## config.mk

```make
export PLATFORM = sky130hd
export DESIGN_NAME = mem_port_flat
export DESIGN_NICKNAME = d
export VERILOG_FILES = /design/src/logic/cache_pkg.sv /design/src/logic/cache_ifs.sv /design/src/logic/mem_port.sv /design/src/flat_wrapper.sv
export VERILOG_INCLUDE_DIRS = /design/src /design/src/logic
export SDC_FILE = /design/constraint.sdc
export NUM_CORES = 1
export LEC_CHECK = 0
export BUFFER_PORTS_ARGS = -buffer_cell sky130_fd_sc_hd__buf_2
export CAP_MARGIN = 20
export CORE_AREA = 4 4 228 230
export CTS_BUF_LIST = sky130_fd_sc_hd__clkbuf_8
export DETAILED_ROUTE_END_ITERATION = 8
export DIE_AREA = 0 0 232 234
export PLACE_DENSITY = 0.42
export REMOVE_ABC_BUFFERS = 1
export SYNTH_ARGS = -nofsm -noshare
export SYNTH_HDL_FRONTEND = slang
export SYNTH_SLANG_ARGS = --single-unit
```

## constraint.sdc

```tcl
create_clock -name clk -period 41.3 [get_ports clk]
set_input_delay 2.065 -clock clk [delete_from_list [all_inputs] [get_ports clk]]
set_output_delay 2.065 -clock clk [all_outputs]
set_load 0.02 [all_outputs]
```

## src/logic/cache_config.svh

```systemverilog
`ifndef CACHE_CONFIG_SVH
`define CACHE_CONFIG_SVH

// a 32-bit byte address splits into tag, index and byte offset.
`define CACHE_ADDR_W 32
`define CACHE_TAG_W 20
`define CACHE_INDEX_W 8
`define CACHE_OFFSET_W 4

`define CACHE_WORD_W 32
`define CACHE_LINE_W 128
`define CACHE_LINES 256

// word select inside a line, taken from address bits 3:2.
`define CACHE_WSEL_W (`CACHE_OFFSET_W - 2)

`endif

```

## src/logic/cache_pkg.sv

```systemverilog
package cache_pkg;

	// processor operations.
	typedef enum logic [1:0] {
		OP_READ = 2'd0,
		OP_WRITE = 2'd1,
		OP_FLUSH = 2'd2
	} cache_op_e;

	// whole-line transfers to and from memory.
	typedef enum logic {
		MEM_READ = 1'b0,
		MEM_WRITE = 1'b1
	} mem_op_e;

	// cache controller states.
	typedef enum logic [2:0] {
		ST_IDLE = 3'd0,
		ST_LOOKUP = 3'd1,
		ST_WRITE_BACK = 3'd2,
		ST_ALLOCATE = 3'd3,
		ST_FLUSH_SCAN = 3'd4,
		ST_FLUSH_WRITE = 3'd5,
		ST_RESPOND = 3'd6
	} ctrl_state_e;

endpackage

```

## src/logic/cache_ifs.sv

```systemverilog
`timescale 1ns/1ps
`include "cache_config.svh"


// one line transfer from the controller to the memory port.
interface line_xfer_if;
	logic start;
	cache_pkg::mem_op_e op;
	logic [`CACHE_ADDR_W-1:0] line_addr;
	logic [`CACHE_LINE_W-1:0] wdata;
	logic done;
	logic [`CACHE_LINE_W-1:0] rdata;

	modport ctrl (
		output start, op, line_addr, wdata,
		input done, rdata
	);

	modport port (
		input start, op, line_addr, wdata,
		output done, rdata
	);
endinterface

```

## src/logic/mem_port.sv

```systemverilog
`timescale 1ns/1ps
`include "cache_config.svh"

module mem_port (
	input logic clk,
	input logic rst,
	line_xfer_if.port xfer,
	output logic mem_req,
	output cache_pkg::mem_op_e mem_op,
	output logic [`CACHE_ADDR_W-1:0] mem_addr,
	output logic [`CACHE_LINE_W-1:0] mem_wdata,
	input logic mem_ack,
	input logic [`CACHE_LINE_W-1:0] mem_rdata
);

	typedef enum logic [1:0] {
		M_IDLE,
		M_REQ,
		M_RELEASE
	} mem_state_e;

	mem_state_e state;

	always_ff @(posedge clk or posedge rst) begin
		if (rst) begin
			state <= M_IDLE;
			mem_req <= 1'b0;
			xfer.done <= 1'b0;
		end else begin
			xfer.done <= 1'b0;
			case (state)
				M_IDLE: begin
					if (xfer.start) begin
						mem_req <= 1'b1;
						state <= M_REQ;
					end
				end
				M_REQ: begin
					// memory may stall for any number of cycles here.
					if (mem_ack) begin
						mem_req <= 1'b0;
						state <= M_RELEASE;
					end
				end
				M_RELEASE: begin
					if (!mem_ack) begin
						xfer.done <= 1'b1;
						state <= M_IDLE;
					end
				end
				default: state <= M_IDLE;
			endcase
		end
	end

	always_ff @(posedge clk) begin
		if (state == M_IDLE && xfer.start) begin
			mem_op <= xfer.op;
			mem_addr <= xfer.line_addr;
			mem_wdata <= xfer.wdata;
		end
		// memory holds its data until it sees mem_req fall.
		if (state == M_REQ && mem_ack) begin
			xfer.rdata <= mem_rdata;
		end
	end

	a_mem_payload_stable: assert property (@(posedge clk) disable iff (rst)
		mem_req && $past(mem_req) |-> $stable(mem_op) && $stable(mem_addr)
			&& $stable(mem_wdata));

endmodule

```

## src/flat_wrapper.sv

```systemverilog
// flat-port wrapper written by rule: the top's interface ports become plain ports
module mem_port_flat 
  (clk, rst, mem_req, mem_op, mem_addr, mem_wdata, mem_ack, mem_rdata, xfer_start, xfer_op, xfer_line_addr, xfer_wdata, xfer_done, xfer_rdata);
  line_xfer_if xfer_i ();
  input logic clk;
  input logic rst;
  output logic mem_req;
  output cache_pkg::mem_op_e mem_op;
  output logic [`CACHE_ADDR_W-1:0] mem_addr;
  output logic [`CACHE_LINE_W-1:0] mem_wdata;
  input logic mem_ack;
  input logic [`CACHE_LINE_W-1:0] mem_rdata;
  input wire logic [$bits(xfer_i.start)-1:0] xfer_start;
  input wire logic [$bits(xfer_i.op)-1:0] xfer_op;
  input wire logic [$bits(xfer_i.line_addr)-1:0] xfer_line_addr;
  input wire logic [$bits(xfer_i.wdata)-1:0] xfer_wdata;
  output wire logic [$bits(xfer_i.done)-1:0] xfer_done;
  output wire logic [$bits(xfer_i.rdata)-1:0] xfer_rdata;
  assign xfer_i.start = xfer_start;
  assign xfer_i.op = xfer_op;
  assign xfer_i.line_addr = xfer_line_addr;
  assign xfer_i.wdata = xfer_wdata;
  assign xfer_done = xfer_i.done;
  assign xfer_rdata = xfer_i.rdata;
  mem_port u_core (.clk(clk), .rst(rst), .xfer(xfer_i), .mem_req(mem_req), .mem_op(mem_op), .mem_addr(mem_addr), .mem_wdata(mem_wdata), .mem_ack(mem_ack), .mem_rdata(mem_rdata));
endmodule
```

; Yosys cells after proc, flatten, opt, wreduce, memory -nomap -nowiden
; Cells that the tools add are included.
[totals]
register_bits = 293
latchBits = 0
ram_bits = 0
romBits = 0
inputBits = 293
output_inout_bits = 291
elab_cells = 27
n_memories = 0
[op_classes]
addsub = 0
mul = 0
div_mod_pow = 0
n_lt_le_gt_ge = 0
eq_ne = 5
n_shift = 0
muxes = 9
bitwise_logic = 0
reduce_logical = 6
[ops]
columns = operator, count
row1 = $mux W2, 3
row2 = $ne A2 B2 Y1 const B, 3
row3 = $pmux W2 S3, 1
row4 = $reduce_and A3 Y1, 2
row5 = $mux W1, 4
row6 = $eq A2 B1 Y1 const B, 1
row7 = $eq A2 B2 Y1 const B, 1
row8 = $logic_and A1 B1 Y1, 2
row9 = $logic_not A2 Y1, 1
row10 = $pmux W1 S2, 1
row11 = $reduce_bool A2 Y1, 1

; Depth between registers and ports, before layout
; Gate-level depths: netlist of run 1.
[logic_depth]
word_depth = 3
depth_mapped = 3
mapped_depth_nobuf = 3

; Least setup slack after synthesis of run 1
; Ideal clock, no wire load.
[synth_timing]
kind = input to register
start = input port xfer_start
end = register u_core.mem_addr[0], enable pin
setup_ns = 0.911
t_arrival_ns = 13.551
required_ns = 40.389
setup_slack_ns = 26.838
cell_stages = 1
n_path_buf = 0
cell_sequence = nor3b_1
[synth_between]
elab_chain_len = 1
[synth_rtl]
columns = item, line
row1 = start: declaration, flat_wrapper.sv:13  ; input wire logic [$bits(xfer_i.start)-1:0] xfer_start;
row2 = $logic_and A1 B1 Y1, mem_port.sv:57  ; if (state == M_IDLE && xfer.start) begin
row3 = end signal: assignment, mem_port.sv:59  ; mem_addr <= xfer.line_addr;
row4 = end: declaration, mem_port.sv:10  ; output logic [`CACHE_ADDR_W-1:0] mem_addr,
; No other way between the ends.
; A chain may end at the register's enable or synchronous reset.

; Worst setup path after layout of run 1
[layout_timing]
start = input port xfer_start
end = register u_core.mem_addr[17], enable pin
; The elaborated chain is that of the path after synthesis.

==> results.cfg, run 1 <==
[power]
seqPwrFrac_pct = 48.9
power.share.clock_pct = 29.8
ir_worst_vdd_mv = 0.0320
swShare_pct = 31.9
combPwrFrac_pct = 21.3
p_sw_mw = 0.276
power_leakage_nw = 5.65
intPower_mw = 0.589
p_per_area_nw_per_um2 = 63.5

[clock_tree]
htreeDepth = 2
cts_hold_buf = 0
clock_sinks = 293
cts_tree = built
cts-root-buf = clkbuf_8
numCtsBuffers = 54
cts_setup_buffers = 0
post_cts_resized = 0
path_clk_slew_ns = 0.06
clk_latency_ns = 0.59
cts_max_path_buffers = 3

[layout]
nets = 1242
syn2layout_area_growth_pct = 54.1
drive_gt1_share_pct = 66.5
final_area_um2 = 13600

[die]
core_area_um2 = 49900
die_width_um = 232
die_area_um2 = 54300
ioPinCount = 584
floorplan.rows = 82
initial_utilization_pct = 17.8
die_h_um = 234

[drt]
drt_pass1_iterations = 4
drt-vias-per-instance = 3.47
dr_total_vias = 5761
antenna_left = 0
drtIter0Drc = 209
remaining_drc_errors = 0
wirelength_um = 33600
top_layer_used = met5
met2_wirelength_um = 16500
wirelength_met1_um = 11000
met3_wirelength_um = 4740
wl_per_cell_um = 20.2

[yosys]
ys_types = 11
synth_compound_area_share_pct = 0.170
synthXorXnorAreaFrac_pct = 0.0990
synth_area_leaders = edfxtp_1, dfrtp_1, inv_1
avgSynthCellArea_um2 = 28.9
yosys.area_share.simple_pct = 0.311
muxShareOfSynthArea_pct = 0.113
netlist.area_leader.share_pct = 98.0
ys_warn_count = 0
syn-cell-area_um2 = 8850
netlist_instances = 306
synth_top_family_by_area = simple AND/OR/NAND/NOR gates
synthAdderAreaFrac_pct = 0
synth_seq_cells = 293
seq_area_frac_synth_pct = 99.2
yosysTopAreaCell = edfxtp_1

[global_route]
grt-ovfl-total = 0
grt_pass1_vias = 6250
antenna_found_initial = 14
grt_util_all_layers_pct = 11.5
grt_pass1_wl_um = 44000
grt_max_degree = 71

[sta]
fin_worst_skew_ns = 0.0129
min_period_over_period_pct = 8.72
post-route-min-period_ns = 3.60
tns_ns = 0
finalMaxSlewViolations = 0
rsz0062_at_grt = no
tightest_slew_ns = 0.926
max_slew_margin_pct = 38.2
final-hold-violation-count = 0
setup_viol = 0
clock.fmax_mhz = 278

[worst_setup_path]
cp.required_ns = 41.51
cp-start-kind = primary input
worst_setup_path_end_kind = flop
path_max_fanout = 61
worstPathArrival_ns = 3.81
reg2regPathDepth = 3
path_class = in -> reg

[worst_hold_path]
min_delay_path_depth = 1
hp-class = reg -> reg

[run_status]
run_status = completed

[placement]
portBuffers = 583
dpl_cell_area_um2 = 12600
gp_congestion = 0.760
hpwlAfterDp_um = 26500

[job]
maxCapViolCount = 0
## synthesized netlist by cell type
| cell type | number |
|---|---|
| inv_1 | 3 |
| nor3b_1 | 1 |
| o21ai_0 | 2 |
| and3_2 | 1 |
| edfxtp_1 | 289 |
| a21oi_1 | 1 |
| xnor2_1 | 1 |
| dfrtp_1 | 4 |
| nor3_1 | 1 |
| nor2_1 | 2 |
| mux2i_1 | 1 |
## area by class of cell
type | count | area [um2]
Fill cell | 5212 | 36200
Sequential cell | 293 | 8780
Timing Repair Buffer | 587 | 2950
Tap cell | 672 | 841
Clock buffer | 59 | 812
Clock inverter | 36 | 176
Multi-Input combinational cell | 10 | 70.1
Inverter | 3 | 11.3
Antenna cell | 1 | 2.50
## power groups by stage
stage                     logic (mW)  clock network, mW  registers [mW]
final                          0.184              0.258           0.423
after floorplan               0.0279                  0           0.517
after detailed placement       0.190                  0           0.430
after global placement         0.190                  0           0.429
after CTS                      0.190              0.273           0.425
after global routing           0.198              0.288           0.428
## layout by cell type, fill, tap and decap left out, types with 2 or more instances in the layout
cell        count
inv_1          18
buf_2         583
clkbuf_8       59
nor2_1          2
buf_4           4
clkinv_2        6
clkinvlp_4      2
clkinv_1       12
edfxtp_1      289
dfrtp_1         4
o21ai_0         2
## sequential cells by signal, indices dropped and copies added (netlist names)
register and cells:
u_core.mem_addr 32, u_core.mem_op 1, u_core.mem_req 1, u_core.mem_wdata 128, u_core.state 2, u_core.xfer.done 1
u_core.xfer.rdata 128
## per-layer routing
metal | global-route usage [%] | vias up
met1 | 11.0 | 2691
met3 | 6.90 | 91
met5 | 0 | -
met4 | 4.73 | 4
met2 | 20.0 | 435
li1 | - | 2540
## final timing paths
path	startpoint	end	slack [ns]
worst max-delay path	xfer_start	u_core.mem_addr[17]$_DFFE_PP_	37.70
worst min-delay path	u_core.state[1]$_DFFE_PP0P_	u_core.state[0]$_DFFE_PP0P_	0.55
worst max register to register	u_core.state[1]$_DFFE_PP0P_	u_core.xfer.rdata[14]$_DFFE_PP_	38.71
worst min register to register	u_core.state[1]$_DFFE_PP0P_	u_core.state[0]$_DFFE_PP0P_	0.55
max in group asynchronous	rst	u_core.state[0]$_DFFE_PP0P_	39.79
min in group asynchronous	rst	u_core.xfer.done$_DFF_PP0_	1.35
## through the flow
| step | util [%] | hold slack, ns | instances | total power [mW] | setup WS (ns) |
|---|---|---|---|---|---|
| floorplan | - | 0.479 | 306 | 0.545 | 26.84 |
| global placement | 25.4 | 0.520 | 1565 | 0.619 | 37.10 |
| detailed placement | 25.4 | 0.536 | 1565 | 0.619 | 37.08 |
| CTS | 27.3 | 0.544 | 1660 | 0.888 | 37.76 |
| global route | 27.4 | 0.573 | 1661 | 0.914 | 37.58 |
| finish | 27.4 | 0.547 | 1661 | 0.866 | 37.70 |
## cell families after synthesis
family | Yosys count
flip-flops | 293
AND/OR/NAND/NOR | 5
AO/OA/AOI/OAI | 3
buffers and inverters | 3
XOR/XNOR | 1
multiplexers | 1
## critical path: stages
cell and delay (ns):
buf_2 0.09, nor3b_2 0.19, buf_4 0.61, buf_4 0.74
No activity file was read; power rests on OpenSTA's default activity.
==> inputs of run 2 (changes only) <==
clock period = 3.75 ns   (was 41.3 ns; I/O delays follow)
==> run 2 against run 1 <==
Effect of this change:
- power grew to 11 times the previous value
- global-route usage is 1.0 points higher
- setup slack worse by 36 ns
- combinational power rose to 13 times the previous value
- final cell count is 18% higher
- core utilization grew 5.8 points
- non-clock buffer count grew 294
- first-iteration DRC count up 0.48%
- worst hold slack got worse by 0.26 ns
- via count rose by 19%
- sequential power increased to 11 times the previous value
- wire length up 7.9%
- critical endpoint is now u_core.mem_wdata[122]$_DFFE_PP_
==> results.cfg, run 2 (synthesis gave the netlist of run 1 again) <==
[run_status]
run_status = completed

[worst_hold_path]
hp-start = xfer_line_addr[10]
hp-class = in -> reg

[sta]
tightest_slew_ns = 0.641
min_period_over_period_pct = 52.8
clock.fmax_mhz = 505
post-route-min-period_ns = 1.98
rsz0062_at_grt = no
worst_slack_ns = 1.77
final-hold-violation-count = 0
fin_worst_skew_ns = 0.0189
max_slew_margin_pct = 57.3
finalMaxSlewViolations = 0
setup_viol = 0

[clock_tree]
numCtsBuffers = 53
clock_sinks = 293
cts_max_path_buffers = 3
post_cts_resized = 0
clk_latency_ns = 0.62
cts_tree = built
cts-root-buf = clkbuf_8
path_clk_slew_ns = 0.06
htreeDepth = 2
cts_setup_buffers = 0

[layout]
fillers = 4879
final_area_um2 = 16600
layout_commonest_cell = buf_2
reg_top3 = u_core.mem_wdata: 128 flops, u_core.xfer.rdata: 128 flops, u_core.mem_addr: 32 flops
nets = 1535
syn2layout_area_growth_pct = 87.0
fin_util_pct = 33.2
most-common-layout-cells = buf_2, dlygate4sd3_1, edfxtp_1, clkbuf_8, inv_1
final_cells = 1955
drive_gt1_share_pct = 51.1

[placement]
post-place-ws_ns = 1.73
hpwlAfterDp_um = 27200
dp.cells = 1566
portBuffers = 583
dpl_cell_area_um2 = 12700
gp_congestion = 0.768

[power]
power_leakage_nw = 6.85
combPwrFrac_pct = 24.0
p_sw_mw = 3.13
ir_worst_vdd_mv = 0.338
seqPwrFrac_pct = 47.9
intPower_mw = 6.58
p_per_area_nw_per_um2 = 587
swShare_pct = 32.2
p_total_mw = 9.72
power.share.clock_pct = 28.1

[drt]
wl_per_cell_um = 18.5
dr_total_vias = 6875
antenna_left = 0
remaining_drc_errors = 0
drt_pass1_iterations = 6
drtIter0Drc = 210
drt-vias-per-instance = 3.52
wirelength_um = 36300

[die]
ioPinCount = 584
die_h_um = 234
initial_utilization_pct = 17.8
floorplan.rows = 82
die_width_um = 232
die_area_um2 = 54300
core_area_um2 = 49900

[global_route]
grt-ovfl-total = 0
grt_pass1_wl_um = 49600
antenna_found_initial = 5
grt_max_degree = 87
grt_pass1_vias = 7690
grt_util_all_layers_pct = 12.5

[worst_setup_path]
path_class = reg -> reg
cp-start-kind = flop
path_cells = nor3b_2 -> buf_4
cpPeakStageDelay_ns = 0.57
startpoint = u_core.state[0]$_DFFE_PP0P_
worstPathArrival_ns = 2.22
path_max_fanout = 41
reg2reg_from = u_core.state[0]$_DFFE_PP0P_
worst_setup_path_end_kind = flop
cp.required_ns = 3.99
cpMaxStageDelayCell = nor3b_2

[job]
maxCapViolCount = 0
[run 2: stage by stage]
step | hold WS (ns) | TNS (ns)
6_report | 0.283 | 0
5_1_grt | 0.226 | 0
2_1_floorplan | -0.0464 | -1494.18
3_5_place_dp | 0.0863 | 0
3_3_place_gp | 0.0803 | 0
4_1_cts | 0.198 | 0
[run 2: timing repair]
action	in CTS	in global routing
hold buffers	293	0
setup endpoints to repair	0	0
endpoints found under the hold margin	297	0
[run 2: routing by layer]
metal / share of wire [%] / track usage [%] / vias up
li1: - / - / 3132
met1: 35 / 12.9 / 3231
met2: 51 / 22.3 / 431
met3: 11 / 5.76 / 79
met4: 3.2 / 4.75 / 2
met5: 0.036 / 0 / -
[run 2: area by class of cell]
| cell class | instances | area, um2 | area share, % |
|---|---|---|---|
| diodes | 2 | 5.00 | 0.0302 |
| clock buffers | 53 | 729 | 4.41 |
| clock inverters | 41 | 204 | 1.23 |
| inverters | 3 | 11.3 | 0.0680 |
| multi-input cells | 10 | 70.1 | 0.423 |
| flip-flops and latches | 293 | 8780 | 53.0 |
| well taps | 672 | 841 | 5.08 |
| repair buffers | 881 | 5910 | 35.7 |
[run 2: worst paths after layout]
check                                                  end  slack [ns]  cells after the start
setup reg to reg           u_core.mem_wdata[122]$_DFFE_PP_        1.77                      2
setup / recovery           u_core.mem_wdata[122]$_DFFE_PP_        1.77                      2
hold reg to reg                u_core.state[0]$_DFFE_PP0P_        0.55                      1
min in group asynchronous       u_core.xfer.done$_DFF_PP0_        0.57                      4
hold / removal               u_core.mem_addr[10]$_DFFE_PP_        0.28                      2
max in group asynchronous       u_core.mem_req$_DFFE_PP0P_        3.01                      4
[run 2: worst max-delay path: cells and delay by family (launching register included)]
family,cells,cell delay [ns]
buffers and inverters,1,0.57
flip-flops,1,0.46
AND/OR/NAND/NOR,1,0.57
[run 2: power groups by stage]
stage / sequential, mW / clock, mW / combinational, mW
6_report: 4.66 / 2.73 / 2.33
5_1_grt: 4.71 / 3.02 / 2.50
4_1_cts: 4.67 / 2.88 / 2.39
3_5_place_dp: 4.72 / 0 / 2.13
3_3_place_gp: 4.71 / 0 / 2.14
2_1_floorplan: 5.22 / 0 / 0.241
