[src/logic/cache_config.svh]
`ifndef CACHE_CONFIG_SVH
`define CACHE_CONFIG_SVH

// a 32-bit byte address splits into tag, index and byte offset.
`define CACHE_ADDR_W 32
`define CACHE_TAG_W 20
`define CACHE_INDEX_W 8
`define CACHE_OFFSET_W 4

`define CACHE_WORD_W 32
`define CACHE_LINE_W 128
`define CACHE_LINES 256

// word select inside a line, taken from address bits 3:2.
`define CACHE_WSEL_W (`CACHE_OFFSET_W - 2)

`endif

[src/logic/cache_pkg.sv]
package cache_pkg;

	// processor operations.
	typedef enum logic [1:0] {
		OP_READ = 2'd0,
		OP_WRITE = 2'd1,
		OP_FLUSH = 2'd2
	} cache_op_e;

	// whole-line transfers to and from memory.
	typedef enum logic {
		MEM_READ = 1'b0,
		MEM_WRITE = 1'b1
	} mem_op_e;

	// cache controller states.
	typedef enum logic [2:0] {
		ST_IDLE = 3'd0,
		ST_LOOKUP = 3'd1,
		ST_WRITE_BACK = 3'd2,
		ST_ALLOCATE = 3'd3,
		ST_FLUSH_SCAN = 3'd4,
		ST_FLUSH_WRITE = 3'd5,
		ST_RESPOND = 3'd6
	} ctrl_state_e;

endpackage

[src/logic/cache_ifs.sv]
`timescale 1ns/1ps
`include "cache_config.svh"

// one processor request from the processor port to the controller.
interface cpu_req_if;
	logic start;
	cache_pkg::cache_op_e op;
	logic [`CACHE_ADDR_W-1:0] addr;
	logic [`CACHE_WORD_W-1:0] wdata;
	logic done;
	logic [`CACHE_WORD_W-1:0] rdata;

	modport port (
		output start, op, addr, wdata,
		input done, rdata
	);

	modport ctrl (
		input start, op, addr, wdata,
		output done, rdata
	);
endinterface

// one line transfer from the controller to the memory port.
interface line_xfer_if;
	logic start;
	cache_pkg::mem_op_e op;
	logic [`CACHE_ADDR_W-1:0] line_addr;
	logic [`CACHE_LINE_W-1:0] wdata;
	logic done;
	logic [`CACHE_LINE_W-1:0] rdata;

	modport ctrl (
		output start, op, line_addr, wdata,
		input done, rdata
	);

	modport port (
		input start, op, line_addr, wdata,
		output done, rdata
	);
endinterface

[src/logic/cache_controller.sv]
`timescale 1ns/1ps
`include "cache_config.svh"

module cache_controller (
	input logic clk,
	input logic rst,
	cpu_req_if.ctrl req,
	line_xfer_if.ctrl xfer,
	output logic [`CACHE_INDEX_W-1:0] index,
	input logic [`CACHE_TAG_W-1:0] tag_rd,
	input logic valid_rd,
	input logic dirty_rd,
	input logic [`CACHE_LINE_W-1:0] line_rd,
	output logic word_we,
	output logic [`CACHE_WSEL_W-1:0] word_sel,
	output logic [`CACHE_WORD_W-1:0] word_wdata,
	output logic fill_we,
	output logic [`CACHE_TAG_W-1:0] fill_tag,
	output logic [`CACHE_LINE_W-1:0] fill_line,
	output logic inval_we
);

	cache_pkg::ctrl_state_e state;
	cache_pkg::ctrl_state_e next_state;
	cache_pkg::mem_op_e xfer_kind;
	logic [`CACHE_INDEX_W-1:0] flush_idx;
	logic [`CACHE_TAG_W-1:0] req_tag;
	logic [`CACHE_INDEX_W-1:0] req_index;
	logic [`CACHE_ADDR_W-1:0] xfer_addr;
	logic [`CACHE_WORD_W-1:0] rdata_q;
	logic flushing;
	logic last_idx;
	logic victim_dirty;
	logic hit;
	logic xfer_go;

	assign req_tag = req.addr[`CACHE_ADDR_W-1 -: `CACHE_TAG_W];
	assign req_index = req.addr[`CACHE_OFFSET_W +: `CACHE_INDEX_W];
	assign word_sel = req.addr[`CACHE_OFFSET_W-1 -: `CACHE_WSEL_W];
	assign word_wdata = req.wdata;

	assign flushing = (state == cache_pkg::ST_FLUSH_SCAN) || (state == cache_pkg::ST_FLUSH_WRITE);
	assign index = flushing ? flush_idx : req_index;
	assign last_idx = &flush_idx;

	assign hit = valid_rd && (tag_rd == req_tag);
	assign victim_dirty = valid_rd && dirty_rd;

	// a fill always comes from the line requested by the processor.
	assign fill_tag = req_tag;
	assign fill_line = xfer.rdata;

	assign req.done = (state == cache_pkg::ST_RESPOND);
	assign req.rdata = rdata_q;

	always_comb begin
		next_state = state;
		xfer_go = 1'b0;
		xfer_kind = cache_pkg::MEM_READ;
		xfer_addr = {req_tag, req_index, {`CACHE_OFFSET_W{1'b0}}};
		word_we = 1'b0;
		fill_we = 1'b0;
		inval_we = 1'b0;
		case (state)
			cache_pkg::ST_IDLE: begin
				if (req.start) begin
					if (req.op == cache_pkg::OP_FLUSH) begin
						next_state = cache_pkg::ST_FLUSH_SCAN;
					end else begin
						next_state = cache_pkg::ST_LOOKUP;
					end
				end
			end
			cache_pkg::ST_LOOKUP: begin
				if (hit) begin
					word_we = (req.op == cache_pkg::OP_WRITE);
					next_state = cache_pkg::ST_RESPOND;
				end else if (victim_dirty) begin
					// the victim goes back to its own address before the refill.
					xfer_go = 1'b1;
					xfer_kind = cache_pkg::MEM_WRITE;
					xfer_addr = {tag_rd, index, {`CACHE_OFFSET_W{1'b0}}};
					next_state = cache_pkg::ST_WRITE_BACK;
				end else begin
					xfer_go = 1'b1;
					next_state = cache_pkg::ST_ALLOCATE;
				end
			end
			cache_pkg::ST_WRITE_BACK: begin
				if (xfer.done) begin
					xfer_go = 1'b1;
					next_state = cache_pkg::ST_ALLOCATE;
				end
			end
			cache_pkg::ST_ALLOCATE: begin
				if (xfer.done) begin
					fill_we = 1'b1;
					next_state = cache_pkg::ST_LOOKUP;
				end
			end
			cache_pkg::ST_FLUSH_SCAN: begin
				if (victim_dirty) begin
					xfer_go = 1'b1;
					xfer_kind = cache_pkg::MEM_WRITE;
					xfer_addr = {tag_rd, index, {`CACHE_OFFSET_W{1'b0}}};
					next_state = cache_pkg::ST_FLUSH_WRITE;
				end else begin
					inval_we = 1'b1;
					if (last_idx) begin
						next_state = cache_pkg::ST_RESPOND;
					end
				end
			end
			cache_pkg::ST_FLUSH_WRITE: begin
				if (xfer.done) begin
					inval_we = 1'b1;
					next_state = last_idx ? cache_pkg::ST_RESPOND : cache_pkg::ST_FLUSH_SCAN;
				end
			end
			cache_pkg::ST_RESPOND: next_state = cache_pkg::ST_IDLE;
			default: next_state = cache_pkg::ST_IDLE;
		endcase
	end

	always_ff @(posedge clk or posedge rst) begin
		if (rst) begin
			state <= cache_pkg::ST_IDLE;
			flush_idx <= '0;
			xfer.start <= 1'b0;
		end else begin
			state <= next_state;
			xfer.start <= xfer_go;
			// the flush walk advances each time a line is invalidated.
			if (state == cache_pkg::ST_IDLE) begin
				flush_idx <= '0;
			end else if (inval_we) begin
				flush_idx <= flush_idx + 1'b1;
			end
		end
	end

	always_ff @(posedge clk) begin
		if (xfer_go) begin
			xfer.op <= xfer_kind;
			xfer.line_addr <= xfer_addr;
			xfer.wdata <= line_rd;
		end
		if (state == cache_pkg::ST_LOOKUP) begin
			rdata_q <= line_rd[word_sel*`CACHE_WORD_W +: `CACHE_WORD_W];
		end
	end

	a_word_aligned: assert property (@(posedge clk) disable iff (rst)
		req.start && (req.op != cache_pkg::OP_FLUSH) |-> (req.addr[1:0] == 2'b00));

endmodule

[src/flat_wrapper.sv]
// flat-port wrapper written by rule: the top's interface ports become plain ports
module cache_controller_flat 
  (clk, rst, index, tag_rd, valid_rd, dirty_rd, line_rd, word_we, word_sel, word_wdata, fill_we, fill_tag, fill_line, inval_we, req_start, req_op, req_addr, req_wdata, req_done, req_rdata, xfer_start, xfer_op, xfer_line_addr, xfer_wdata, xfer_done, xfer_rdata);
  cpu_req_if req_i ();
  line_xfer_if xfer_i ();
  input logic clk;
  input logic rst;
  output logic [`CACHE_INDEX_W-1:0] index;
  input logic [`CACHE_TAG_W-1:0] tag_rd;
  input logic valid_rd;
  input logic dirty_rd;
  input logic [`CACHE_LINE_W-1:0] line_rd;
  output logic word_we;
  output logic [`CACHE_WSEL_W-1:0] word_sel;
  output logic [`CACHE_WORD_W-1:0] word_wdata;
  output logic fill_we;
  output logic [`CACHE_TAG_W-1:0] fill_tag;
  output logic [`CACHE_LINE_W-1:0] fill_line;
  output logic inval_we;
  input wire logic [$bits(req_i.start)-1:0] req_start;
  input wire logic [$bits(req_i.op)-1:0] req_op;
  input wire logic [$bits(req_i.addr)-1:0] req_addr;
  input wire logic [$bits(req_i.wdata)-1:0] req_wdata;
  output wire logic [$bits(req_i.done)-1:0] req_done;
  output wire logic [$bits(req_i.rdata)-1:0] req_rdata;
  output wire logic [$bits(xfer_i.start)-1:0] xfer_start;
  output wire logic [$bits(xfer_i.op)-1:0] xfer_op;
  output wire logic [$bits(xfer_i.line_addr)-1:0] xfer_line_addr;
  output wire logic [$bits(xfer_i.wdata)-1:0] xfer_wdata;
  input wire logic [$bits(xfer_i.done)-1:0] xfer_done;
  input wire logic [$bits(xfer_i.rdata)-1:0] xfer_rdata;
  assign req_i.start = req_start;
  assign req_i.op = req_op;
  assign req_i.addr = req_addr;
  assign req_i.wdata = req_wdata;
  assign req_done = req_i.done;
  assign req_rdata = req_i.rdata;
  assign xfer_start = xfer_i.start;
  assign xfer_op = xfer_i.op;
  assign xfer_line_addr = xfer_i.line_addr;
  assign xfer_wdata = xfer_i.wdata;
  assign xfer_i.done = xfer_done;
  assign xfer_i.rdata = xfer_rdata;
  cache_controller u_core (.clk(clk), .rst(rst), .req(req_i), .xfer(xfer_i), .index(index), .tag_rd(tag_rd), .valid_rd(valid_rd), .dirty_rd(dirty_rd), .line_rd(line_rd), .word_we(word_we), .word_sel(word_sel), .word_wdata(word_wdata), .fill_we(fill_we), .fill_tag(fill_tag), .fill_line(fill_line), .inval_we(inval_we));
endmodule
[config.mk]
export PLATFORM = sky130hd
export DESIGN_NAME = cache_controller_flat
export DESIGN_NICKNAME = d
export VERILOG_FILES = /design/src/logic/cache_pkg.sv /design/src/logic/cache_ifs.sv /design/src/logic/cache_controller.sv /design/src/flat_wrapper.sv
export VERILOG_INCLUDE_DIRS = /design/src /design/src/logic
export SDC_FILE = /design/constraint.sdc
export NUM_CORES = 1
export LEC_CHECK = 0
export BUFFER_PORTS_ARGS = -buffer_cell sky130_fd_sc_hd__buf_2
export CAP_MARGIN = 20
export CORE_AREA = 2 2 284 286
export CTS_CLUSTER_DIAMETER = 30
export CTS_CLUSTER_SIZE = 28
export DETAILED_ROUTE_END_ITERATION = 10
export DIE_AREA = 0 0 286 288
export GPL_ROUTABILITY_DRIVEN = 0
export PLACE_DENSITY = 0.41
export SKIP_LAST_GASP = 1
export SLEW_MARGIN = 30
export SYNTH_ARGS = -nofsm -noshare
export SYNTH_HDL_FRONTEND = slang
export SYNTH_SLANG_ARGS = --single-unit
[constraint.sdc]
create_clock -name clk -period 12.05 [get_ports clk]
set_clock_uncertainty 0.1 [all_clocks]
set_input_delay 1.205 -clock clk [delete_from_list [all_inputs] [get_ports clk]]
set_output_delay 1.205 -clock clk [all_outputs]
set_load 0.03 [all_outputs]
# Word level (Yosys, flattened, before mapping)
# Cells that the tools add are included.
# op_classes
multipliers	0
n_bitwise	0
div	0
n_shift	1
n_eq_ne	14
mux	28
n_lt_le_gt_ge	0
reduce_logical	7
addsub	1
# ops
operator	n
128-bit by 8-bit variable part select with 32-bit output	1
32-bit 2-to-1 mux	2
32-bit case mux with 2 select lines	1
3-bit 2-to-1 mux	8
8-bit 2-to-1 mux	3
20-bit == test	1
3-bit case mux with 6 select lines	1
3-bit == test (second input constant)	3
1-bit 2-to-1 mux	9
8-bit by 1-bit adder with 8-bit output (second input constant)	1
2-bit != test (second input constant)	4
8-bit AND reduction	1
3-bit by 2-bit == test with 1-bit output (second input constant)	2
5-bit AND reduction	1
1-bit case mux with 2 select lines	2
3-bit by 1-bit == test with 1-bit output (second input constant)	1
3-bit zero test	1
3-bit by 1-bit != test with 1-bit output (second input constant)	1
1-bit case mux with 3 select lines	1
2-bit by 1-bit == test with 1-bit output (second input constant)	1
2-bit == test (second input constant)	1
1-bit logical AND	2
2-bit 2-to-1 mux	1
2-bit nonzero test	1
1-bit logical OR	1
# word_totals
latchBits	0
ff_bits	205
in_bits	348
memories	0
out_inout_bits	388
mem_bits_ro	0
wordCells	58
mem_bits_rw	0

# Longest topological paths before layout
# Gate-level depths: netlist of the first run.
# logic_depth
depth_word	6
ltp_mapped	8
ltp_nobuf	5

# Least setup slack after synthesis of the first run
# Ideal clock, no wire load.
# synth_timing
path_kind	input to register
from	in req_addr[18]
to	reg u_core.xfer.start
path_stages	6
setup_slack_ns	1.808
arrival_time_ns	9.219
required_ns	11.028
n_path_buf	1
path_cell_list	xor2_1 > nor4_1 > nand3_1 > clkbuf_1 > nor2_1 > o22ai_1
# synth_between
elab_chain_cells	4
# synth_lines
element	line_no	text
start, declared	flat_wrapper.sv:22	input wire logic [$bits(req_i.addr)-1:0] req_addr;
20-bit == test	cache_controller.sv:46	assign hit = valid_rd && (tag_rd == req_tag);
1-bit logical AND	cache_controller.sv:46	
1-bit 2-to-1 mux	cache_controller.sv:75	if (hit) begin
1-bit case mux with 3 select lines	cache_controller.sv:64	case (state)
net u_core.xfer_go	cache_controller.sv:35	logic xfer_go;
end signal, assigned	cache_controller.sv:132	xfer.start <= xfer_go;
end, declared	cache_ifs.sv:34	output start, op, line_addr, wdata,
# The timed path passes the listed nets, and every way through them passes these cells.
# A chain may end at the register's enable or synchronous reset.

# Worst setup path in the final report of the first run
# layout_timing
from	in req_addr[27]
to	out word_we
# layout_between
elab_chain_cells	4
# layout_lines
element	line_no	text
20-bit == test	cache_controller.sv:46	
1-bit logical AND	cache_controller.sv:46	
1-bit 2-to-1 mux	cache_controller.sv:75	
1-bit 2-to-1 mux	cache_controller.sv:64	
end, declared	flat_wrapper.sv:13	output logic word_we;
# Every way passes these cells.

==> run summary, run 1 <==
Run status = completed
FF+latch count, synth = 201
Fill count = 8807
Height of the die = 288 um
CTS H-tree depth = 2
Asr flop ratio synth = 5.970%
Largest net degree at the start of global routing = 55
Via count = 7341
Avg Inst Size Synth = 13.72 um2
Wl on met1 = 15680 um
CTS tree = done
Critical Path RT = 10740 ps
Vias in the first global route = 7204
Setup Total Neg Slack = 0 ps
Synthesized instance count = 720
CP Class = input port to primary output
Critical path's largest stage delay = 550 ps
Synth area leaders = edfxtp_1 57%, buf_4 14%, mux4_2 7.3%, dfrtp_1 3.0%, a21oi_1 2.0%
Startpoint Class = input port
Synth cell count leaders = 189 x edfxtp_1, 186 x buf_4, 40 x a21oi_1, 33 x nand2_1, 32 x mux4_2
Min Tclk post-route = 4726 ps
DR DRC count = 0
Top_reg_cell synth = edfxtp_1
WL met3 = 8764 um
Final Routed Wirelength = 55620 um
FP Rows = 104
Syn-to-layout area delta = 41.26%
Core Area = 79640 um2
PortBufs = 409
Crit-path max FO = 4
Buffer depth of the longest clock path = 3
IO Count = 736
Clk_lat worst skew = 620 ps
Root Driver = clkbuf_16
DRT iter0 DRCs = 457
Hold/Removal Path Class = flip-flop to flip-flop
Final hold vios = 0
Number of flops mapped to enable cells by yosys = 189
Final nets = 1334
Final non-filler cell total = 2096
Mapped Area = 9879 um2
Most numerous cell in the Yosys netlist = edfxtp_1
Total track usage = 12.72%
Total CTS buffers = 59
Die Span X = 286 um
HPWL Detailed = 46430 um
Setup Buffers After CTS = 0
Arrival @ worst endpoint = 3420 ps
TritonRoute pass-1 iters = 5
Synth area leader = edfxtp_1
Initial Utilization = 12.41%
Tot Pwr = 4.184 mW
Metal2 WL = 29080 um
CP Capture Type = primary output
Register area share after synthesis = 60.49%
Vias per cell = 3.502
Die area = 82370 um2
Fraction of layout cells with a size suffix above 1 = 53.33%
DR top layer = met5
First-pass GRT wire length = 69770 um
Slowest cell on the critical path = nor4_1
Unrepaired setup endpoints after global routing = no
Worst-margin pin slew = 891.7 ps
WL/cell = 26.53 um
Slew margin rel. = 40.38%
Fmax = 211.6 MHz
Num Clock Sinks = 201
Hold WS = 483.9 ps
Placed instance count = 1984
Critical-path cell list = buf_2, xnor2_1, and4_1, nand4_1, nor4_1, buf_4, and4b_1, buf_2
GRT overflow = 0
Initial antenna violation count = 6
Max_cap viols = 0
Final Max Tran Viols = 0
Antenna Nets Post-Route = 0
Final setup vio count = 0
CTS clk-pin slew, worst paths = 40 ps
Leakage dissipation = 5.491 nW
Power per cell area = 299.8 nW/um2
Ys Warns = 0
Top cell type's share of synthesized area = 57.45%
# hold bufs at CTS = 0
Final period util = 39.22%
Post-CTS Resized = 0
Most common cell on crit path = buf_2
VDD IR max = 0.0001186 V
Synth unique cells = 40
[final timing paths]
check,startpoint,endpoint,slack [ps],cells after the start
setup reg to reg,u_core.state[2]$_DFFE_PP0P_,u_core.xfer.wdata[17]$_DFFE_PP_,8540,6
hold / removal,u_core.flush_idx[5]$_DFFE_PP0P_,u_core.flush_idx[5]$_DFFE_PP0P_,480,2
setup / recovery,req_addr[27],word_we,7320,8
hold reg to reg,u_core.flush_idx[5]$_DFFE_PP0P_,u_core.flush_idx[5]$_DFFE_PP0P_,480,2
max in group asynchronous,rst,u_core.flush_idx[1]$_DFFE_PP0P_,10940,2
min in group asynchronous,rst,u_core.xfer.start$_DFF_PP0_,530,2
[flip-flops by register name, summed over array words and instances, names as in the netlist]
name	flops
u_core.xfer.start	1
u_core.xfer.op	1
u_core.flush_idx	8
u_core.xfer.wdata	128
u_core.state	3
u_core.xfer.line_addr	28
u_core.req.rdata	32
[power by group]
part / total [mW] / internal [mW] / switching (mW)
clock network: 1.65 / 1.16 / 0.484
logic: 1.31 / 0.274 / 1.03
registers: 1.23 / 1.15 / 0.0869
total: 4.18 / 2.58 / 1.60
[critical path: cells and delay by family]
kind / cells / cell delay (ps)
buffers and inverters: 3 / 570
XOR/XNOR: 1 / 480
AND/OR/NAND/NOR: 4 / 1170
[metrics by stage]
step                util, %  instance area, um2  setup WS [ps]
floorplan                 -                9891           1808
global placement      14.85               11820           6789
detailed placement    14.85               11830           6760
CTS                   17.52               13950           7178
global route          17.52               13950           7142
finish                17.52               13960           7324
[cell type report]
type	count	area [um2]	share of cell area, %
multi-input combinational	297	2360	16.91
timing repair buffer	422	2151	15.41
sequential	201	5976	42.82
clock buffer	63	1491	10.69
antenna	1	2.502	0.01793
clock inverter	48	633.1	4.536
tap	1060	1326	9.503
inverter	4	16.27	0.1165
[metal layers]
layer,vias up,GRT usage (%)
li1,3067,-
met1,3499,10.81
met2,652,23.34
met3,117,8.312
met4,6,5.052
met5,-,0
[cells by family (layout without fill, tap and decap cells)]
group	Yosys count	after routing	share of synthesized area [%]
compound gates	79	79	5.243
simple gates	155	155	8.435
fa+ha+maj	1	1	0.1266
flops	201	201	60.49
mux	33	33	7.396
buf+inv	225	537	16.06
xor+xnor	25	25	2.216
other cells	1	5	0.03796
[cells in the final DEF, fill, tap and decap left out, drive strengths merged, types with 10 or more instances in the layout]
cell and n:
xnor2 15, nor2 19, bufinv 13, nand3 27, buf 422, o211ai 20, clkinv 32, nand2b 10
a21oi 40, mux4 32, xor2 10, nand4 28, nand2 33, and3 22, dfrtp 12, edfxtp 189
clkbuf 63
Note: power is estimated with default switching activity, not from simulation.
==> run 2, diff against run 1 <==
clock period = 4.45 ns   (was 12.05 ns; I/O delays follow)
==> run summary, run 2 (synthesis gave the netlist of run 1 again) <==
# hold bufs at CTS = 129
Critical Path RT = 3900 ps
CTS tree = done
Arrival @ worst endpoint = 2830 ps
Post-CTS Resized = 0
Height of the die = 288 um
Slowest cell on the critical path = or3b_1
FP Rows = 104
CTS clk-pin slew, worst paths = 40 ps
Via count = 7790
Slew margin rel. = 41.48%
Initial antenna violation count = 7
Critical path's largest stage delay = 710 ps
Most common cell after layout, fill and taps aside = buf_2
Die Span X = 286 um
Run status = completed
Unrepaired setup endpoints after global routing = no
Fraction of layout cells with a size suffix above 1 = 46.68%
Setup Total Neg Slack = 0 ps
Tot Pwr = 10.91 mW
Num Clock Sinks = 201
Most frequent cells in the layout = 408 x buf_2, 189 x edfxtp_1, 129 x dlygate4sd3_1
HPWL Detailed = 42980 um
Largest register FFs = 128
PortBufs = 409
CTS H-tree depth = 2
Final hold vios = 0
Largest net degree at the start of global routing = 82
Crit-path max FO = 21
Core Area = 79640 um2
Root Driver = clkbuf_16
DRT iter0 DRCs = 455
Worst-margin pin slew = 869.7 ps
Startpoint Class = flip-flop
Buffer depth of the longest clock path = 3
Antenna Nets Post-Route = 0
Setup Buffers After CTS = 0
Final nets = 1461
Max_cap viols = 0
Syn-to-layout area delta = 52.12%
Final period util = 75.75%
VDD IR max = 0.0004061 V
Hold/Removal Path Class = input port to flip-flop
DR DRC count = 0
CP Class = flip-flop to primary output
Total CTS buffers = 57
Final setup vio count = 0
Reg with most FFs = u_core.xfer.wdata
Clk_lat worst skew = 600 ps
Final Routed Wirelength = 53930 um
Min Tclk post-route = 3371 ps
Fill count = 8734
Vias per cell = 3.509
Fmax = 296.7 MHz
Final Max Tran Viols = 0
First-pass GRT wire length = 69730 um
Power per cell area = 726.0 nW/um2
Critical-path cell list = or3b_1, buf_4, clkinv_2, and4b_1, buf_2
Leakage dissipation = 5.922 nW
Initial Utilization = 12.41%
Vias in the first global route = 8048
WL/cell = 24.29 um
TritonRoute pass-1 iters = 5
IO Count = 736
Die area = 82370 um2
Total track usage = 12.40%
CP Capture Type = primary output
GRT overflow = 0
-- run 2: changes by cell type in the layout (fill, tap and decap cells not counted), sizes merged --
cell,before,now
dlygate4sd3,0,129
bufinv,13,6
clkinv,32,35
clkbuf,63,62
clkinvlp,4,3
inv,3,4
-- run 2: final timing paths --
path,start,end,slack (ps),depth (start not counted)
setup / recovery,u_core.state[0]$_DFFE_PP0P_,word_we,1080,5
hold / removal,line_rd[86],u_core.xfer.wdata[86]$_DFFE_PP_,60,1
setup reg to reg,u_core.state[0]$_DFFE_PP0P_,u_core.xfer.line_addr[9]$_DFFE_PP_,1480,5
hold reg to reg,u_core.flush_idx[4]$_DFFE_PP0P_,u_core.flush_idx[4]$_DFFE_PP0P_,490,2
max in group asynchronous,rst,u_core.state[0]$_DFFE_PP0P_,3450,3
min in group asynchronous,rst,u_core.flush_idx[4]$_DFFE_PP0P_,380,3
-- run 2: metal layers --
layer  wire length, um  GRT usage (%)  vias up
met3              7472          7.203      128
met1             16370          10.88     3697
li1                  -              -     3328
met5                13              0        -
met2             27200          22.12      635
met4              2873          6.806        2
-- run 2: layout make-up --
| class | count | area, um2 | share of cell area [%] |
|---|---|---|---|
| clock inverters | 44 | 419.2 | 2.789 |
| clock buffers | 62 | 1445 | 9.616 |
| flip-flops and latches | 201 | 5976 | 39.76 |
| repair buffers | 551 | 3483 | 23.18 |
| multi-input cells | 297 | 2360 | 15.70 |
| diodes | 1 | 2.502 | 0.01665 |
| well taps | 1060 | 1326 | 8.825 |
| inverters | 4 | 16.27 | 0.1082 |
-- run 2: worst max-delay path, delay by kind of cell, from the launching register on --
family	cells	cell delay, ps
AND/OR/NAND/NOR	2	890
buffers and inverters	3	720
flip-flops	1	600
-- run 2: stage by stage --
stage	utilization, %	hold slack, ps	instances	setup WS [ps]	area, um2
2_1_floorplan	-	209.7	723	153.4	9905
4_1_cts	18.86	19.67	2219	1010	15020
3_3_place_gp	14.87	442.1	1983	981.5	11840
3_5_place_dp	14.90	441.0	1984	926.2	11870
5_1_grt	18.87	30.73	2219	927.1	15030
6_report	18.87	60.31	2220	1079	15030
-- run 2: power breakdown --
group / switching, mW / internal (mW) / leakage [nW]
clock: 1.25 / 2.66 / 0.900
sequential: 0.245 / 3.10 / 1.96
combinational: 2.81 / 0.854 / 3.06
total: 4.30 / 6.61 / 5.92
==> run 3, diff against run 2 <==
clock period = 3.4 ns   (was 4.45 ns; I/O delays follow)
==> run summary, run 3 (synthesis gave the netlist of run 1 again) <==
Total CTS buffers = 53
Die area = 82370 um2
Buffer depth of the longest clock path = 3
Comb power frac = 34.3%
Root Driver = clkbuf_16
Final hold vios = 0
Final Routed Wirelength = 52460 um
Clk_lat worst skew = 590 ps
Startpoint Class = input port
Syn-to-layout area delta = 53.39%
Tot Pwr = 14.24 mW
Clock Power Share = 35.2%
Initial Utilization = 12.41%
NetSw = 5.632 mW
DRT iter0 DRCs = 405
Largest net degree at the start of global routing = 93
Final setup vio count = 0
GRT overflow = 0
Most frequent cells in the layout = 409 x buf_2, 189 x edfxtp_1, 142 x dlygate4sd3_1
Arrival @ worst endpoint = 3350 ps
HPWL Detailed = 42010 um
Core Area = 79640 um2
CTS tree = done
Antenna Nets Post-Route = 0
Slew margin rel. = 35.73%
Fraction of layout cells with a size suffix above 1 = 47.40%
Hold/Removal Path Class = input port to flip-flop
Largest register FFs = 128
CP Class = input port to flip-flop
PortBufs = 409
Placed instance count = 1992
DR DRC count = 0
Hold depth = 3
Post-DP Area = 11930 um2
Sw frac = 39.56%
Num Clock Sinks = 201
TritonRoute pass-1 iters = 5
Final Max Tran Viols = 0
Max_cap viols = 0
Sequential share of power = 30.4%
VDD IR max = 0.0008130 V
Worst-margin pin slew = 962.0 ps
Final nets = 1478
Fill count = 8706
Reg with most FFs = u_core.xfer.wdata
Unrepaired setup endpoints after global routing = no
Total track usage = 11.96%
Most common cell after layout, fill and taps aside = buf_2
Crit-path max FO = 92
First-pass GRT wire length = 67390 um
Min Tclk post-route = 3302 ps
Run status = completed
FP Rows = 104
R2R Setup Slk = 710 ps
Final period util = 97.11%
Die Span X = 286 um
Initial antenna violation count = 5
Vias per cell = 3.444
Setup Total Neg Slack = 0 ps
WL/cell = 23.50 um
Height of the die = 288 um
CTS H-tree depth = 2
Critical Path RT = 3450 ps
Int Power = 8.606 mW
Vias in the first global route = 7775
Power per cell area = 939.5 nW/um2
CP Capture Type = flip-flop
Leakage dissipation = 5.971 nW
Via count = 7687
Final non-filler cell total = 2232
Post-CTS Resized = 0
Fmax = 302.9 MHz
Cell area after layout = 15150 um2
CTS clk-pin slew, worst paths = 40 ps
R2R depth = 3
IO Count = 736
[run 3: cell types whose count changed in the layout (fill, tap and decap cells not counted), moves of 5 or more]
cell,delta
clkinv_1,-18
dlygate4sd3_1,+13
buf_4,+6
clkinvlp_4,+5
[run 3: power by group through the flow]
stage / combinational, mW / sequential [mW] / clock, mW
final: 4.89 / 4.33 / 5.02
after global routing: 5.16 / 4.42 / 5.27
after CTS: 4.99 / 4.35 / 5.16
after detailed placement: 4.84 / 4.38 / 0
after global placement: 4.83 / 4.38 / 0
after floorplan: 1.51 / 6.25 / 0
[run 3: critical path, cell delays in order]
cell           delay (ps)
dlygate4sd3_1         580
buf_2                 170
xnor2_1               470
nand4_1               220
or4_4                 560
nor2_1                230
buf_4                 210
o22ai_4               110
buf_12                200
[run 3: area by class of cell]
type	count	area (um2)	area share, %
multi-input combinational	297	2360	15.57
timing repair buffer	572	3676	24.26
clock inverter	35	439.2	2.898
antenna	1	2.502	0.01651
tap	1060	1326	8.752
clock buffer	62	1360	8.975
sequential	201	5976	39.43
inverter	4	15.01	0.09908
[run 3: worst paths after layout]
path	start	to
setup / recovery	req_addr[23]	u_core.xfer.wdata[14]$_DFFE_PP_
hold / removal	tag_rd[11]	u_core.xfer.line_addr[23]$_DFFE_PP_
setup reg to reg	u_core.state[2]$_DFFE_PP0P_	u_core.xfer.wdata[14]$_DFFE_PP_
hold reg to reg	u_core.flush_idx[5]$_DFFE_PP0P_	u_core.flush_idx[5]$_DFFE_PP0P_
max in group asynchronous	rst	u_core.flush_idx[4]$_DFFE_PP0P_
min in group asynchronous	rst	u_core.flush_idx[1]$_DFFE_PP0P_
[run 3: per-layer routing]
| layer | track usage (%) | vias to the layer above | wire length, um |
|---|---|---|---|
| li1 | - | 3349 | - |
| met1 | 11.03 | 3644 | 16480 |
| met5 | 0 | - | 35 |
| met2 | 20.99 | 562 | 25980 |
| met3 | 6.616 | 126 | 7108 |
| met4 | 6.440 | 6 | 2859 |
[run 3: timing repair]
item | CTS | global route
hold endpoints to repair | 153 | 0
buffers inserted | 0 | 0
hold buffers | 142 | 0
[run 3: metrics by stage]
step                setup slack, ps  hold WS [ps]  util (%)
detailed placement            216.6         339.6     14.98
global placement              208.3         335.1     14.98
floorplan                    -759.9         104.7         -
finish                        98.40         51.61     19.03
CTS                           141.9         1.271     19.03
global route                  57.52         24.06     19.03
